===== src/design/llc_mshr_pkg.sv =====
`default_nettype none

package llc_mshr_pkg;

    // table size
    localparam int N_MSHR = 4;
    // index into the table
    localparam int MSHR_BITS = 2;

    // address breakdown widths
    localparam int TAG_BITS = 16;
    localparam int SET_BITS = 8;
    localparam int WAY_BITS = 4;

    // per-entry bookkeeping widths
    localparam int STATE_BITS = 3;
    localparam int INVACK_BITS = 4;
    localparam int MSG_BITS = 5;
    localparam int REQ_ID_BITS = 4;
    localparam int HPROT_BITS = 2;

    // line geometry, one mask bit per word
    localparam int WORDS_PER_LINE = 4;
    localparam int WORD_BITS = 32;
    localparam int LINE_BITS = WORDS_PER_LINE * WORD_BITS;

    // unstable-state code of a free entry
    // reset leaves every entry here
    localparam logic [STATE_BITS-1:0] LLC_I = 3'd0;

    // op codes from the controller FSM
    localparam int OP_BITS = 3;
    // nothing to do, index and hit hold
    localparam logic [OP_BITS-1:0] OP_IDLE = 3'd0;
    // hit search on tag and set
    localparam logic [OP_BITS-1:0] OP_LOOKUP = 3'd1;
    // free-entry search plus set-conflict triggers
    localparam logic [OP_BITS-1:0] OP_PEEK_REQ = 3'd2;

endpackage

`default_nettype wire


===== src/design/mshr_write_if.sv =====
`timescale 1ns/1ps
`default_nettype none

interface mshr_write_if;

    // full entry write at the current index
    logic add_entry;

    // single-field rewrites of the current entry
    logic upd_tag;
    logic upd_state;
    logic upd_line;
    logic upd_word_mask;
    logic upd_invack_cnt;

    // values written on add or on the matching upd_ strobe
    logic [llc_mshr_pkg::MSG_BITS-1:0] msg;
    logic [llc_mshr_pkg::REQ_ID_BITS-1:0] req_id;
    logic [llc_mshr_pkg::TAG_BITS-1:0] tag;
    logic [llc_mshr_pkg::WAY_BITS-1:0] way;
    logic [llc_mshr_pkg::STATE_BITS-1:0] state;
    logic [llc_mshr_pkg::HPROT_BITS-1:0] hprot;
    logic [llc_mshr_pkg::INVACK_BITS-1:0] invack_cnt;
    logic [llc_mshr_pkg::LINE_BITS-1:0] line;
    logic [llc_mshr_pkg::WORDS_PER_LINE-1:0] word_mask;
    logic [llc_mshr_pkg::WORDS_PER_LINE-1:0] word_mask_reg;
    // set of the incoming request address
    logic [llc_mshr_pkg::SET_BITS-1:0] set;

    // controller side drives strobes and values
    modport ctrl (
        output add_entry, upd_tag, upd_state, upd_line, upd_word_mask, upd_invack_cnt,
        output msg, req_id, tag, way, state, hprot, invack_cnt, line,
        output word_mask, word_mask_reg, set
    );

    // entry storage side, all inputs
    modport tbl (
        input add_entry, upd_tag, upd_state, upd_line, upd_word_mask, upd_invack_cnt,
        input msg, req_id, tag, way, state, hprot, invack_cnt, line,
        input word_mask, word_mask_reg, set
    );

endinterface

`default_nettype wire


===== src/design/mshr_entry_table.sv =====
`timescale 1ns/1ps
`default_nettype none

module mshr_entry_table (
    input  logic clk,
    input  logic rst,
    mshr_write_if.tbl wr_if,
    input  logic [llc_mshr_pkg::MSHR_BITS-1:0] mshr_idx_i,
    // per-entry fields for the search
    output logic [llc_mshr_pkg::TAG_BITS-1:0] tags_o [llc_mshr_pkg::N_MSHR],
    output logic [llc_mshr_pkg::SET_BITS-1:0] sets_o [llc_mshr_pkg::N_MSHR],
    output logic [llc_mshr_pkg::STATE_BITS-1:0] states_o [llc_mshr_pkg::N_MSHR],
    // entry at the registered index
    output logic [llc_mshr_pkg::MSG_BITS-1:0] cur_msg_o,
    output logic [llc_mshr_pkg::REQ_ID_BITS-1:0] cur_req_id_o,
    output logic [llc_mshr_pkg::TAG_BITS-1:0] cur_tag_o,
    output logic [llc_mshr_pkg::SET_BITS-1:0] cur_set_o,
    output logic [llc_mshr_pkg::WAY_BITS-1:0] cur_way_o,
    output logic [llc_mshr_pkg::STATE_BITS-1:0] cur_state_o,
    output logic [llc_mshr_pkg::HPROT_BITS-1:0] cur_hprot_o,
    output logic [llc_mshr_pkg::INVACK_BITS-1:0] cur_invack_cnt_o,
    output logic [llc_mshr_pkg::LINE_BITS-1:0] cur_line_o,
    output logic [llc_mshr_pkg::WORDS_PER_LINE-1:0] cur_word_mask_o,
    output logic [llc_mshr_pkg::WORDS_PER_LINE-1:0] cur_word_mask_reg_o
);

    // entry storage, one slot per field
    logic [llc_mshr_pkg::MSG_BITS-1:0] msg_q [llc_mshr_pkg::N_MSHR];
    logic [llc_mshr_pkg::REQ_ID_BITS-1:0] req_id_q [llc_mshr_pkg::N_MSHR];
    logic [llc_mshr_pkg::TAG_BITS-1:0] tag_q [llc_mshr_pkg::N_MSHR];
    logic [llc_mshr_pkg::SET_BITS-1:0] set_q [llc_mshr_pkg::N_MSHR];
    logic [llc_mshr_pkg::WAY_BITS-1:0] way_q [llc_mshr_pkg::N_MSHR];
    logic [llc_mshr_pkg::STATE_BITS-1:0] state_q [llc_mshr_pkg::N_MSHR];
    logic [llc_mshr_pkg::HPROT_BITS-1:0] hprot_q [llc_mshr_pkg::N_MSHR];
    logic [llc_mshr_pkg::INVACK_BITS-1:0] invack_cnt_q [llc_mshr_pkg::N_MSHR];
    logic [llc_mshr_pkg::LINE_BITS-1:0] line_q [llc_mshr_pkg::N_MSHR];
    logic [llc_mshr_pkg::WORDS_PER_LINE-1:0] word_mask_q [llc_mshr_pkg::N_MSHR];
    logic [llc_mshr_pkg::WORDS_PER_LINE-1:0] word_mask_reg_q [llc_mshr_pkg::N_MSHR];

    // one-hot select of the entry at the registered index
    logic [llc_mshr_pkg::N_MSHR-1:0] wr_sel;

    always_comb begin
        for (int unsigned k = 0; k < llc_mshr_pkg::N_MSHR; k++) begin
            wr_sel[k] = (mshr_idx_i == k[llc_mshr_pkg::MSHR_BITS-1:0]);
        end
    end

    for (genvar i = 0; i < llc_mshr_pkg::N_MSHR; i++) begin : g_entry
        // fields written only on add
        // set comes from the request address
        always_ff @(posedge clk or negedge rst) begin
            if (!rst) begin
                msg_q[i] <= '0;
                req_id_q[i] <= '0;
                set_q[i] <= '0;
                way_q[i] <= '0;
                hprot_q[i] <= '0;
                word_mask_reg_q[i] <= '0;
            end else if (wr_if.add_entry && wr_sel[i]) begin
                msg_q[i] <= wr_if.msg;
                req_id_q[i] <= wr_if.req_id;
                set_q[i] <= wr_if.set;
                way_q[i] <= wr_if.way;
                hprot_q[i] <= wr_if.hprot;
                word_mask_reg_q[i] <= wr_if.word_mask_reg;
            end
        end

        // state, LLC_I here frees the entry
        always_ff @(posedge clk or negedge rst) begin
            if (!rst) begin
                state_q[i] <= llc_mshr_pkg::LLC_I;
            end else if ((wr_if.add_entry || wr_if.upd_state) && wr_sel[i]) begin
                state_q[i] <= wr_if.state;
            end
        end

        // line data
        always_ff @(posedge clk or negedge rst) begin
            if (!rst) begin
                line_q[i] <= '0;
            end else if ((wr_if.add_entry || wr_if.upd_line) && wr_sel[i]) begin
                line_q[i] <= wr_if.line;
            end
        end

        // tag
        always_ff @(posedge clk or negedge rst) begin
            if (!rst) begin
                tag_q[i] <= '0;
            end else if ((wr_if.add_entry || wr_if.upd_tag) && wr_sel[i]) begin
                tag_q[i] <= wr_if.tag;
            end
        end

        // word mask
        always_ff @(posedge clk or negedge rst) begin
            if (!rst) begin
                word_mask_q[i] <= '0;
            end else if ((wr_if.add_entry || wr_if.upd_word_mask) && wr_sel[i]) begin
                word_mask_q[i] <= wr_if.word_mask;
            end
        end

        // pending invalidation acks
        always_ff @(posedge clk or negedge rst) begin
            if (!rst) begin
                invack_cnt_q[i] <= '0;
            end else if ((wr_if.add_entry || wr_if.upd_invack_cnt) && wr_sel[i]) begin
                invack_cnt_q[i] <= wr_if.invack_cnt;
            end
        end
    end

    // search sees every entry
    assign tags_o = tag_q;
    assign sets_o = set_q;
    assign states_o = state_q;

    // current-entry view, mux on the registered index
    assign cur_msg_o = msg_q[mshr_idx_i];
    assign cur_req_id_o = req_id_q[mshr_idx_i];
    assign cur_tag_o = tag_q[mshr_idx_i];
    assign cur_set_o = set_q[mshr_idx_i];
    assign cur_way_o = way_q[mshr_idx_i];
    assign cur_state_o = state_q[mshr_idx_i];
    assign cur_hprot_o = hprot_q[mshr_idx_i];
    assign cur_invack_cnt_o = invack_cnt_q[mshr_idx_i];
    assign cur_line_o = line_q[mshr_idx_i];
    assign cur_word_mask_o = word_mask_q[mshr_idx_i];
    assign cur_word_mask_reg_o = word_mask_reg_q[mshr_idx_i];

endmodule

`default_nettype wire


===== src/design/mshr_search.sv =====
`timescale 1ns/1ps
`default_nettype none

module mshr_search (
    input  logic clk,
    input  logic rst,
    input  logic [llc_mshr_pkg::OP_BITS-1:0] op_code_i,
    // incoming request address breakdown
    input  logic [llc_mshr_pkg::TAG_BITS-1:0] req_tag_i,
    input  logic [llc_mshr_pkg::SET_BITS-1:0] req_set_i,
    // per-entry fields from the table
    input  logic [llc_mshr_pkg::TAG_BITS-1:0] tags_i [llc_mshr_pkg::N_MSHR],
    input  logic [llc_mshr_pkg::SET_BITS-1:0] sets_i [llc_mshr_pkg::N_MSHR],
    input  logic [llc_mshr_pkg::STATE_BITS-1:0] states_i [llc_mshr_pkg::N_MSHR],
    // registered result
    output logic [llc_mshr_pkg::MSHR_BITS-1:0] mshr_idx_o,
    output logic mshr_hit_o,
    // same-cycle triggers for the controller's set-conflict flag
    output logic set_conflict_o,
    output logic clr_conflict_o
);

    logic [llc_mshr_pkg::MSHR_BITS-1:0] idx_next;
    logic hit_next;

    always_comb begin
        idx_next = '0;
        hit_next = 1'b0;
        set_conflict_o = 1'b0;
        clr_conflict_o = 1'b0;

        case (op_code_i)
            llc_mshr_pkg::OP_LOOKUP: begin
                // tag and set match on a busy entry
                // later entries overwrite, so highest index wins
                for (int unsigned i = 0; i < llc_mshr_pkg::N_MSHR; i++) begin
                    if (states_i[i] != llc_mshr_pkg::LLC_I &&
                        tags_i[i] == req_tag_i && sets_i[i] == req_set_i) begin
                        hit_next = 1'b1;
                        idx_next = i[llc_mshr_pkg::MSHR_BITS-1:0];
                    end
                end
            end
            llc_mshr_pkg::OP_PEEK_REQ: begin
                // clear unless some busy entry holds the same set
                clr_conflict_o = 1'b1;
                for (int unsigned i = 0; i < llc_mshr_pkg::N_MSHR; i++) begin
                    // highest free entry becomes the next slot
                    if (states_i[i] == llc_mshr_pkg::LLC_I) begin
                        idx_next = i[llc_mshr_pkg::MSHR_BITS-1:0];
                    end
                    if (states_i[i] != llc_mshr_pkg::LLC_I && sets_i[i] == req_set_i) begin
                        set_conflict_o = 1'b1;
                        clr_conflict_o = 1'b0;
                    end
                end
            end
            default: begin
                // idle, index and hit hold in the register below
                hit_next = 1'b0;
            end
        endcase
    end

    // one-cycle result register, frozen while idle
    always_ff @(posedge clk or negedge rst) begin
        if (!rst) begin
            mshr_idx_o <= '0;
            mshr_hit_o <= 1'b0;
        end else if (op_code_i != llc_mshr_pkg::OP_IDLE) begin
            mshr_idx_o <= idx_next;
            mshr_hit_o <= hit_next;
        end
    end

endmodule

`default_nettype wire


===== src/design/llc_mshr.sv =====
`timescale 1ns/1ps
`default_nettype none

module llc_mshr (
    input  logic clk,
    input  logic rst,
    input  logic [llc_mshr_pkg::OP_BITS-1:0] op_code_i,
    // entry write strobes from the controller FSM
    input  logic add_entry_i,
    input  logic upd_tag_i,
    input  logic upd_state_i,
    input  logic upd_line_i,
    input  logic upd_word_mask_i,
    input  logic upd_invack_cnt_i,
    // write values
    input  logic [llc_mshr_pkg::MSG_BITS-1:0] msg_i,
    input  logic [llc_mshr_pkg::REQ_ID_BITS-1:0] req_id_i,
    input  logic [llc_mshr_pkg::TAG_BITS-1:0] tag_i,
    input  logic [llc_mshr_pkg::WAY_BITS-1:0] way_i,
    input  logic [llc_mshr_pkg::STATE_BITS-1:0] state_i,
    input  logic [llc_mshr_pkg::HPROT_BITS-1:0] hprot_i,
    input  logic [llc_mshr_pkg::INVACK_BITS-1:0] invack_cnt_i,
    input  logic [llc_mshr_pkg::LINE_BITS-1:0] line_i,
    input  logic [llc_mshr_pkg::WORDS_PER_LINE-1:0] word_mask_i,
    input  logic [llc_mshr_pkg::WORDS_PER_LINE-1:0] word_mask_reg_i,
    // request address breakdown
    input  logic [llc_mshr_pkg::TAG_BITS-1:0] req_tag_i,
    input  logic [llc_mshr_pkg::SET_BITS-1:0] req_set_i,
    // search results
    output logic mshr_hit_o,
    output logic [llc_mshr_pkg::MSHR_BITS-1:0] mshr_idx_o,
    output logic set_conflict_o,
    output logic clr_conflict_o,
    // current entry
    output logic [llc_mshr_pkg::MSG_BITS-1:0] cur_msg_o,
    output logic [llc_mshr_pkg::REQ_ID_BITS-1:0] cur_req_id_o,
    output logic [llc_mshr_pkg::TAG_BITS-1:0] cur_tag_o,
    output logic [llc_mshr_pkg::SET_BITS-1:0] cur_set_o,
    output logic [llc_mshr_pkg::WAY_BITS-1:0] cur_way_o,
    output logic [llc_mshr_pkg::STATE_BITS-1:0] cur_state_o,
    output logic [llc_mshr_pkg::HPROT_BITS-1:0] cur_hprot_o,
    output logic [llc_mshr_pkg::INVACK_BITS-1:0] cur_invack_cnt_o,
    output logic [llc_mshr_pkg::LINE_BITS-1:0] cur_line_o,
    output logic [llc_mshr_pkg::WORDS_PER_LINE-1:0] cur_word_mask_o,
    output logic [llc_mshr_pkg::WORDS_PER_LINE-1:0] cur_word_mask_reg_o
);

    // table fields seen by the search
    logic [llc_mshr_pkg::TAG_BITS-1:0] tags [llc_mshr_pkg::N_MSHR];
    logic [llc_mshr_pkg::SET_BITS-1:0] sets [llc_mshr_pkg::N_MSHR];
    logic [llc_mshr_pkg::STATE_BITS-1:0] states [llc_mshr_pkg::N_MSHR];

    // write bundle toward the table
    mshr_write_if wr_if ();

    assign wr_if.add_entry = add_entry_i;
    assign wr_if.upd_tag = upd_tag_i;
    assign wr_if.upd_state = upd_state_i;
    assign wr_if.upd_line = upd_line_i;
    assign wr_if.upd_word_mask = upd_word_mask_i;
    assign wr_if.upd_invack_cnt = upd_invack_cnt_i;
    assign wr_if.msg = msg_i;
    assign wr_if.req_id = req_id_i;
    assign wr_if.tag = tag_i;
    assign wr_if.way = way_i;
    assign wr_if.state = state_i;
    assign wr_if.hprot = hprot_i;
    assign wr_if.invack_cnt = invack_cnt_i;
    assign wr_if.line = line_i;
    assign wr_if.word_mask = word_mask_i;
    assign wr_if.word_mask_reg = word_mask_reg_i;
    // entry set taken from the request, same as the search
    assign wr_if.set = req_set_i;

    // storage, written at the registered index
    mshr_entry_table i_mshr_entry_table (
        .clk                 (clk),
        .rst                 (rst),
        .wr_if               (wr_if.tbl),
        .mshr_idx_i          (mshr_idx_o),
        .tags_o              (tags),
        .sets_o              (sets),
        .states_o            (states),
        .cur_msg_o           (cur_msg_o),
        .cur_req_id_o        (cur_req_id_o),
        .cur_tag_o           (cur_tag_o),
        .cur_set_o           (cur_set_o),
        .cur_way_o           (cur_way_o),
        .cur_state_o         (cur_state_o),
        .cur_hprot_o         (cur_hprot_o),
        .cur_invack_cnt_o    (cur_invack_cnt_o),
        .cur_line_o          (cur_line_o),
        .cur_word_mask_o     (cur_word_mask_o),
        .cur_word_mask_reg_o (cur_word_mask_reg_o)
    );

    // lookup and peek-request, owns the index register
    mshr_search i_mshr_search (
        .clk            (clk),
        .rst            (rst),
        .op_code_i      (op_code_i),
        .req_tag_i      (req_tag_i),
        .req_set_i      (req_set_i),
        .tags_i         (tags),
        .sets_i         (sets),
        .states_i       (states),
        .mshr_idx_o     (mshr_idx_o),
        .mshr_hit_o     (mshr_hit_o),
        .set_conflict_o (set_conflict_o),
        .clr_conflict_o (clr_conflict_o)
    );

endmodule

`default_nettype wire


===== config.mk =====
export PLATFORM = sky130hd
export DESIGN_NAME = llc_mshr
export DESIGN_NICKNAME = d
export VERILOG_FILES = /design/src/design/llc_mshr_pkg.sv /design/src/design/mshr_write_if.sv /design/src/design/mshr_entry_table.sv /design/src/design/mshr_search.sv /design/src/design/llc_mshr.sv
export SDC_FILE = /design/constraint.sdc
export NUM_CORES = 1
export LEC_CHECK = 0
export BUFFER_PORTS_ARGS = -buffer_cell sky130_fd_sc_hd__buf_2
export CAP_MARGIN = 15
export CELL_PAD_IN_SITES_DETAIL_PLACEMENT = 1
export CELL_PAD_IN_SITES_GLOBAL_PLACEMENT = 1
export CORE_MARGIN = 2
export CORE_UTILIZATION = 40
export DETAILED_ROUTE_END_ITERATION = 10
export GPL_TIMING_DRIVEN = 1
export MAX_ROUTING_LAYER = met4
export PLACE_DENSITY_LB_ADDON = 0.1
export SETUP_SLACK_MARGIN = 0.4
export SLEW_MARGIN = 20
export SYNTH_ARGS = -nofsm -noshare
export SYNTH_HDL_FRONTEND = slang
export SYNTH_SLANG_ARGS = --single-unit

===== constraint.sdc =====
create_clock -name clk -period 2.1 [get_ports clk]
set_input_delay 0.21 -clock clk [delete_from_list [all_inputs] [get_ports clk]]
set_output_delay 0.21 -clock clk [all_outputs]
set_load 0.02 [all_outputs]

After elaboration in Yosys (flattened, before gate mapping). Index checks and enable logic that the tools add are counted.

$add $sub $neg: 0. $mul: 0. Div/mod/pow operators: 0. $lt $le $gt $ge: 1. Eq/ne operators: 13. Shift-type cells: 0. Muxes and demuxes: 55. Bitwise logic cells: 1. Reductions and logical operators: 50.

Operators with widths (count): $bmux W128 S2 (1); $mux W128 (2); $eq A16 B16 Y1 (4); $bmux W4 S2 (5); $mux W4 (10); $logic_and A1 B1 Y1 (36); $bmux W16 S2 (1); $eq A8 B8 Y1 (4); $mux W16 (2); $mux W1 (17); $bmux W8 S2 (1); $mux W8 (2); $reduce_bool A3 Y1 (5); $mux W2 (6); $bmux W5 S2 (1); $mux W5 (2); $logic_not A3 Y1 (3); $bmux W3 S2 (1); $mux W3 (2); $logic_or A1 B1 Y1 (5); $bmux W2 S2 (1); $eq A2 B2 Y1 const B (2); $pmux W2 S2 (1); $eq A3 B1 Y1 const B (1); 5 further kinds (5).

Register bits after elaboration: 731. Bits in latches: 0. Bits in writable memories: 0. Bits in read-only memories: 0. Logic and storage cells: 166. Memories: 0.

Depth between registers and ports, before layout.
Word-level depth: 8. Mapped depth: 7.

Modules after synthesis. A second synthesis with hierarchy kept.

Cell total of the unflattened synthesis: 1952. Area total of the unflattened synthesis: 32817.7 µm².

By module, submodules not included: mshr_entry_table (instances 1, cells an instance 1786, area each 31521.5 µm², seq. area each 18217.5 µm²); mshr_search (instances 1, cells an instance 166, area each 1296.2 µm², seq. area each 75.1 µm²).

Worst setup path after synthesis. Ideal clock, no wire load.

Kind: register -> output. Start point: register i_mshr_search.mshr_idx_o[0] (netlist name). End point: output cur_hprot_o[0] (netlist name). Data arrival time: 1711 ps. Required time: 1890 ps. Path slack: 179 ps. Stages on the path, launching flop included: 5. Buffers on the path: 3. Cell sequence: dfrtp_1 buf_6 buf_2 buf_2 mux4_2.

Word-level cells in the longest chain between the ends: 4.

RTL lines: start: declaration (line mshr_search.sv:16) `output logic [llc_mshr_pkg::MSHR_BITS-1:0] mshr_idx_o,`; start signal: assignment (line mshr_search.sv:71) `mshr_idx_o <= idx_next;`; $not A2 Y3 (not written as such) (line mshr_entry_table.sv:128) `assign cur_hprot_o = hprot_q[mshr_idx_i];`; $bmux W2 S2 (line mshr_entry_table.sv:128); $mux W2 (not written as such) (2 in series) (line mshr_entry_table.sv:128); end: declaration (line llc_mshr.sv:41) `output logic [llc_mshr_pkg::HPROT_BITS-1:0] cur_hprot_o,`.

Every way passes these cells. The select of a mux whose other input is x is not followed.

Final worst setup path.
Start point: register i_mshr_search.mshr_idx_o[0] (netlist name). End point: output cur_tag_o[15] (netlist name).

Word-level cells in the longest chain between the ends: 4.

RTL lines: $not A2 Y3 (not written as such) (line mshr_entry_table.sv:124) `assign cur_tag_o = tag_q[mshr_idx_i];`; $bmux W16 S2 (line mshr_entry_table.sv:124); $mux W16 (not written as such) (2 in series) (line mshr_entry_table.sv:124); end: declaration (line llc_mshr.sv:37) `output logic [llc_mshr_pkg::TAG_BITS-1:0] cur_tag_o,`.

Every way passes these cells. The select of a mux whose other input is x is not followed.

==> run_results.csv <==
group,metric,value,unit
status,status,"complete, but fails checks",
status,failed_checks,"setup timing",
yosys,synth_seq_cells,731,
layout,area_growth,33.83,%
detailed_routing,postRouteAntennaNets,0,
timing,fmaxAchievable,0.3936,GHz
timing,timing_max_transition_violations_final,0,
critical_path,timing.critical_path.cells,"clkbuf_4, buf_4, buf_12, mux4_2, buf_2",
yosys,synth.largest_area_cell,"sky130_fd_sc_hd__dfrtp_1",
timing,finalSetupViolations,475,
detailed_routing,vias_per_cell,5.251,
yosys,synth_fp_nets,2168,
placement,post_dp_cell_area,37180,um2
clocking,htree_num_levels,3,
grt,gr-total-overflow,0,
placement,globalplace.congestion,0.8132,
grt,grt_start_max_net_pins,68,
clocking,clock_tree_from_tritoncts,"yes",
layout,post_layout_nonfiller_instances,3835,
power_and_ir_drop,power.share.switching,27.89,%
critical_path,worst-endpoint-arrival,2330,ps
grt,wire_length_of_the_first_global_routing_pass,144200,um
timing,final_min_period_over_clock_period,121.0,%
placement,place_inst,3418,
layout,nets,2889,
placement,pre_cts_ws,102.1,ps
yosys,mappedNetlistArea,32940,um2
detailed_routing,detailedRoute.firstIterationViolations,590,
yosys,async_reset_ff_share,100.0,%
timing,timing.final.ws_setup,-440.6,ps
detailed_routing,firstDrtPassIters,4,
clocking,clkTransAtPathRegs,60,ps
timing,tightest_slew,865.0,ps
die,fp.dieW,291.0,um
yosys,synth_sequential_area_ratio,55.53,%
die,fp-row-count,105,
critical_path,required,1890,ps
placement,placement.io_buffers,395,
timing,fin_setup_tns,-84870,ps
yosys,synth_top_flop_cell,"sky130_fd_sc_hd__dfrtp_1",
yosys,synth_edf_count,0,
timing,worst_clock_skew,21.79,ps
timing,final_hold_viol_count,0,
hold_path,hold_path_class,"primary input to asynchronous set/reset pin",
detailed_routing,dr_total_vias,20139,
die,io_pins,396,
critical_path,endpoint_type_of_the_worst_setup_path,"primary output",
clocking,cts_buffer_depth,3,
yosys,largest_cells_by_area_after_synthesis,"sky130_fd_sc_hd__dfrtp_1 56%, sky130_fd_sc_hd__mux2_2 24%, sky130_fd_sc_hd__mux4_2 12%",
yosys,synth_warnings,0,
die,start_util,40.24,%
layout,postLayoutCellArea,44080,um2
yosys,yosys-top-cells-count,"731 x sky130_fd_sc_hd__dfrtp_1, 716 x sky130_fd_sc_hd__mux2_2, 182 x sky130_fd_sc_hd__mux4_2, 88 x sky130_fd_sc_hd__xor2_1, 60 x sky130_fd_sc_hd__buf_2",
power_and_ir_drop,power.combinational.fraction,25.1,%
critical_path,crit_family,"buffers and inverters",
detailed_routing,drc,0,
power_and_ir_drop,p_clk_share,31.9,%
power_and_ir_drop,power_density,1036,nW/um2
die,die_h,291.0,um
critical_path,critical_path.max_fanout,8,
critical_path,crit_path_top_delay_cell,"sky130_fd_sc_hd__mux4_2",
detailed_routing,finalWirelength,94230,um
yosys,synthesis.area_per_instance,16.81,um2
placement,place_hpwl,59740,um
yosys,post-synth-top-count-cell,"sky130_fd_sc_hd__dfrtp_1",
die,die_footprint,84660,um2
clocking,cts_buffers,83,
critical_path,cp_slowest_stage_delay,560,ps
layout,fin_util,53.86,%
detailed_routing,wl_per_cell,24.57,um
clocking,clock-root-buffer,"sky130_fd_sc_hd__clkbuf_16",
power_and_ir_drop,switching_power,0.01274,W
power_and_ir_drop,static-leakage-power,18.99,nW
yosys,synth_top_area_share,55.53,%
timing,rsz0062_at_grt,"true",
yosys,syn_inst,1959,
layout,final_layout_size_suffix_gt1_share,59.71,%
timing,worst_slew_margin_rel,41.72,%
power_and_ir_drop,intPower,0.03292,W
timing,timing.final.crit_period,2541,ps
grt,grt_antenna_before_repair,19,
critical_path,critical_path_class,"flop to primary output",
grt,first_global_vias,23323,
critical_path,crit_path_start_kind,"flop",
clocking,clock_sink_total,731,
yosys,synth_cell_types,39,
die,coreArea,81850,um2
clocking,worstSkewPairLatency,630,ps
grt,grt_usage,22.80,%
critical_path,crit_buf_inv,4,
job,max_cap_violations,0,
power_and_ir_drop,vdd_ir_drop_max,0.0005667,V
power_and_ir_drop,power_frac_seq,43.0,%
[worst register-to-register path, stage by stage (launching register included)]
cell                       delay [ps]
sky130_fd_sc_hd__dfrtp_4          500
sky130_fd_sc_hd__clkbuf_4         200
sky130_fd_sc_hd__buf_4            150
sky130_fd_sc_hd__nand2b_4         180
sky130_fd_sc_hd__nor2_4           270
sky130_fd_sc_hd__clkbuf_8         460
sky130_fd_sc_hd__mux2_2           400
[state kept, by name (all words and copies together), names as in the netlist]
signal,flops
i_mshr_entry_table.states_o,12
i_mshr_entry_table.req_id_q,16
i_mshr_entry_table.word_mask_q,16
i_mshr_entry_table.hprot_q,8
i_mshr_entry_table.way_q,16
i_mshr_entry_table.line_q,512
i_mshr_entry_table.msg_q,20
i_mshr_search.mshr_idx_o,2
i_mshr_entry_table.word_mask_reg_q,16
i_mshr_entry_table.tags_o,64
i_mshr_entry_table.invack_cnt_q,16
i_mshr_entry_table.sets_o,32
i_mshr_search.mshr_hit_o,1
[layout by cell type (no fill, tap or decap), types with 19 or more instances in the layout]
master,synthesis,layout
sky130_fd_sc_hd__buf_2,60,238
sky130_fd_sc_hd__diode_2,0,20
sky130_fd_sc_hd__clkbuf_1,9,20
sky130_fd_sc_hd__mux2_4,10,28
sky130_fd_sc_hd__xor2_1,88,87
sky130_fd_sc_hd__buf_12,11,69
sky130_fd_sc_hd__buf_4,21,70
sky130_fd_sc_hd__clkbuf_8,0,24
sky130_fd_sc_hd__mux2_2,716,698
sky130_fd_sc_hd__mux4_2,182,182
sky130_fd_sc_hd__nor4_1,23,19
sky130_fd_sc_hd__dlygate4sd3_1,0,188
sky130_fd_sc_hd__nor2_1,26,24
sky130_fd_sc_hd__clkbuf_16,0,95
sky130_fd_sc_hd__buf_16,0,21
sky130_fd_sc_hd__dfrtp_1,731,729
sky130_fd_sc_hd__buf_6,13,154
[power groups by stage]
stage | clock network [W] | logic [W] | registers [W]
after global routing | 0.0156 | 0.0122 | 0.0201
final | 0.0146 | 0.0115 | 0.0196
after floorplan | 0 | 0.00710 | 0.0191
after global placement | 0 | 0.00961 | 0.0195
after CTS | 0.0150 | 0.0111 | 0.0196
after detailed placement | 0 | 0.00992 | 0.0198
[path summary, 6_finish.rpt]
check | slack, ps | end | cells past startpoint | startpoint
min in group clk | 150 | i_mshr_entry_table.states_o[2]$_DFFE_PN0P_ | 3 | upd_state_i
setup / recovery | -440 | cur_tag_o[15] | 5 | i_mshr_search.mshr_idx_o[0]$_DFFE_PN0P_
hold / removal | 100 | i_mshr_entry_table.line_q[218]$_DFFE_PN0P_ | 2 | rst
hold reg to reg | 490 | i_mshr_entry_table.msg_q[7]$_DFFE_PN0P_ | 1 | i_mshr_entry_table.msg_q[7]$_DFFE_PN0P_
setup reg to reg | -170 | i_mshr_entry_table.line_q[219]$_DFFE_PN0P_ | 6 | i_mshr_search.mshr_idx_o[0]$_DFFE_PN0P_
max in group asynchronous | 1090 | i_mshr_entry_table.line_q[306]$_DFFE_PN0P_ | 4 | rst
[layer usage]
layer | vias to the layer above | part of all wire, % | wire (um) | track usage, %
met3 | 149 | 5.0 | 4703 | 4.910
met4 | 0 | 2.8 | 2593 | 7.216
met1 | 10775 | 42 | 39640 | 27.89
met5 | - | 0 | 0 | -
met2 | 417 | 50 | 47300 | 37.83
li1 | 8798 | - | - | -
[area by class of cell]
type / instances / area, um2
well taps: 1070 / 1339
clock buffers: 129 / 2544
multi-input cells: 1104 / 13940
fillers: 7676 / 37760
inverters: 1 / 3.754
diodes: 20 / 50.05
repair buffers: 759 / 7694
flip-flops and latches: 731 / 18300
clock inverters: 21 / 214.0
[cells by family after synthesis]
kind of cell | Yosys count | synth area share, %
AND/OR/NAND/NOR | 85 | 1.500
buffers and inverters | 124 | 2.720
XOR/XNOR | 96 | 2.553
AO/OA/AOI/OAI | 13 | 0.2469
multiplexers | 910 | 37.45
flip-flops | 731 | 55.53
[through the flow]
step                      total power [W]  hold WS, ps
after floorplan                   0.02617       -85.59
after global placement            0.02913        152.9
after detailed placement          0.02976        156.9
after CTS                         0.04573        83.42
after global routing              0.04794        111.6
final                             0.04566        98.02
[what timing repair did]
| item | in CTS | in global routing |
|---|---|---|
| hold buffers | 188 | 0 |
| pin swaps | 8 | 9 |
| resized for setup | 243 | 152 |
| setup buffers | 26 | 12 |
| setup endpoints to repair | 825 | 917 |
| gates cloned | 10 | 11 |
| endpoints found under the hold margin | 940 | 0 |
Note: power is estimated with default switching activity, not from simulation.
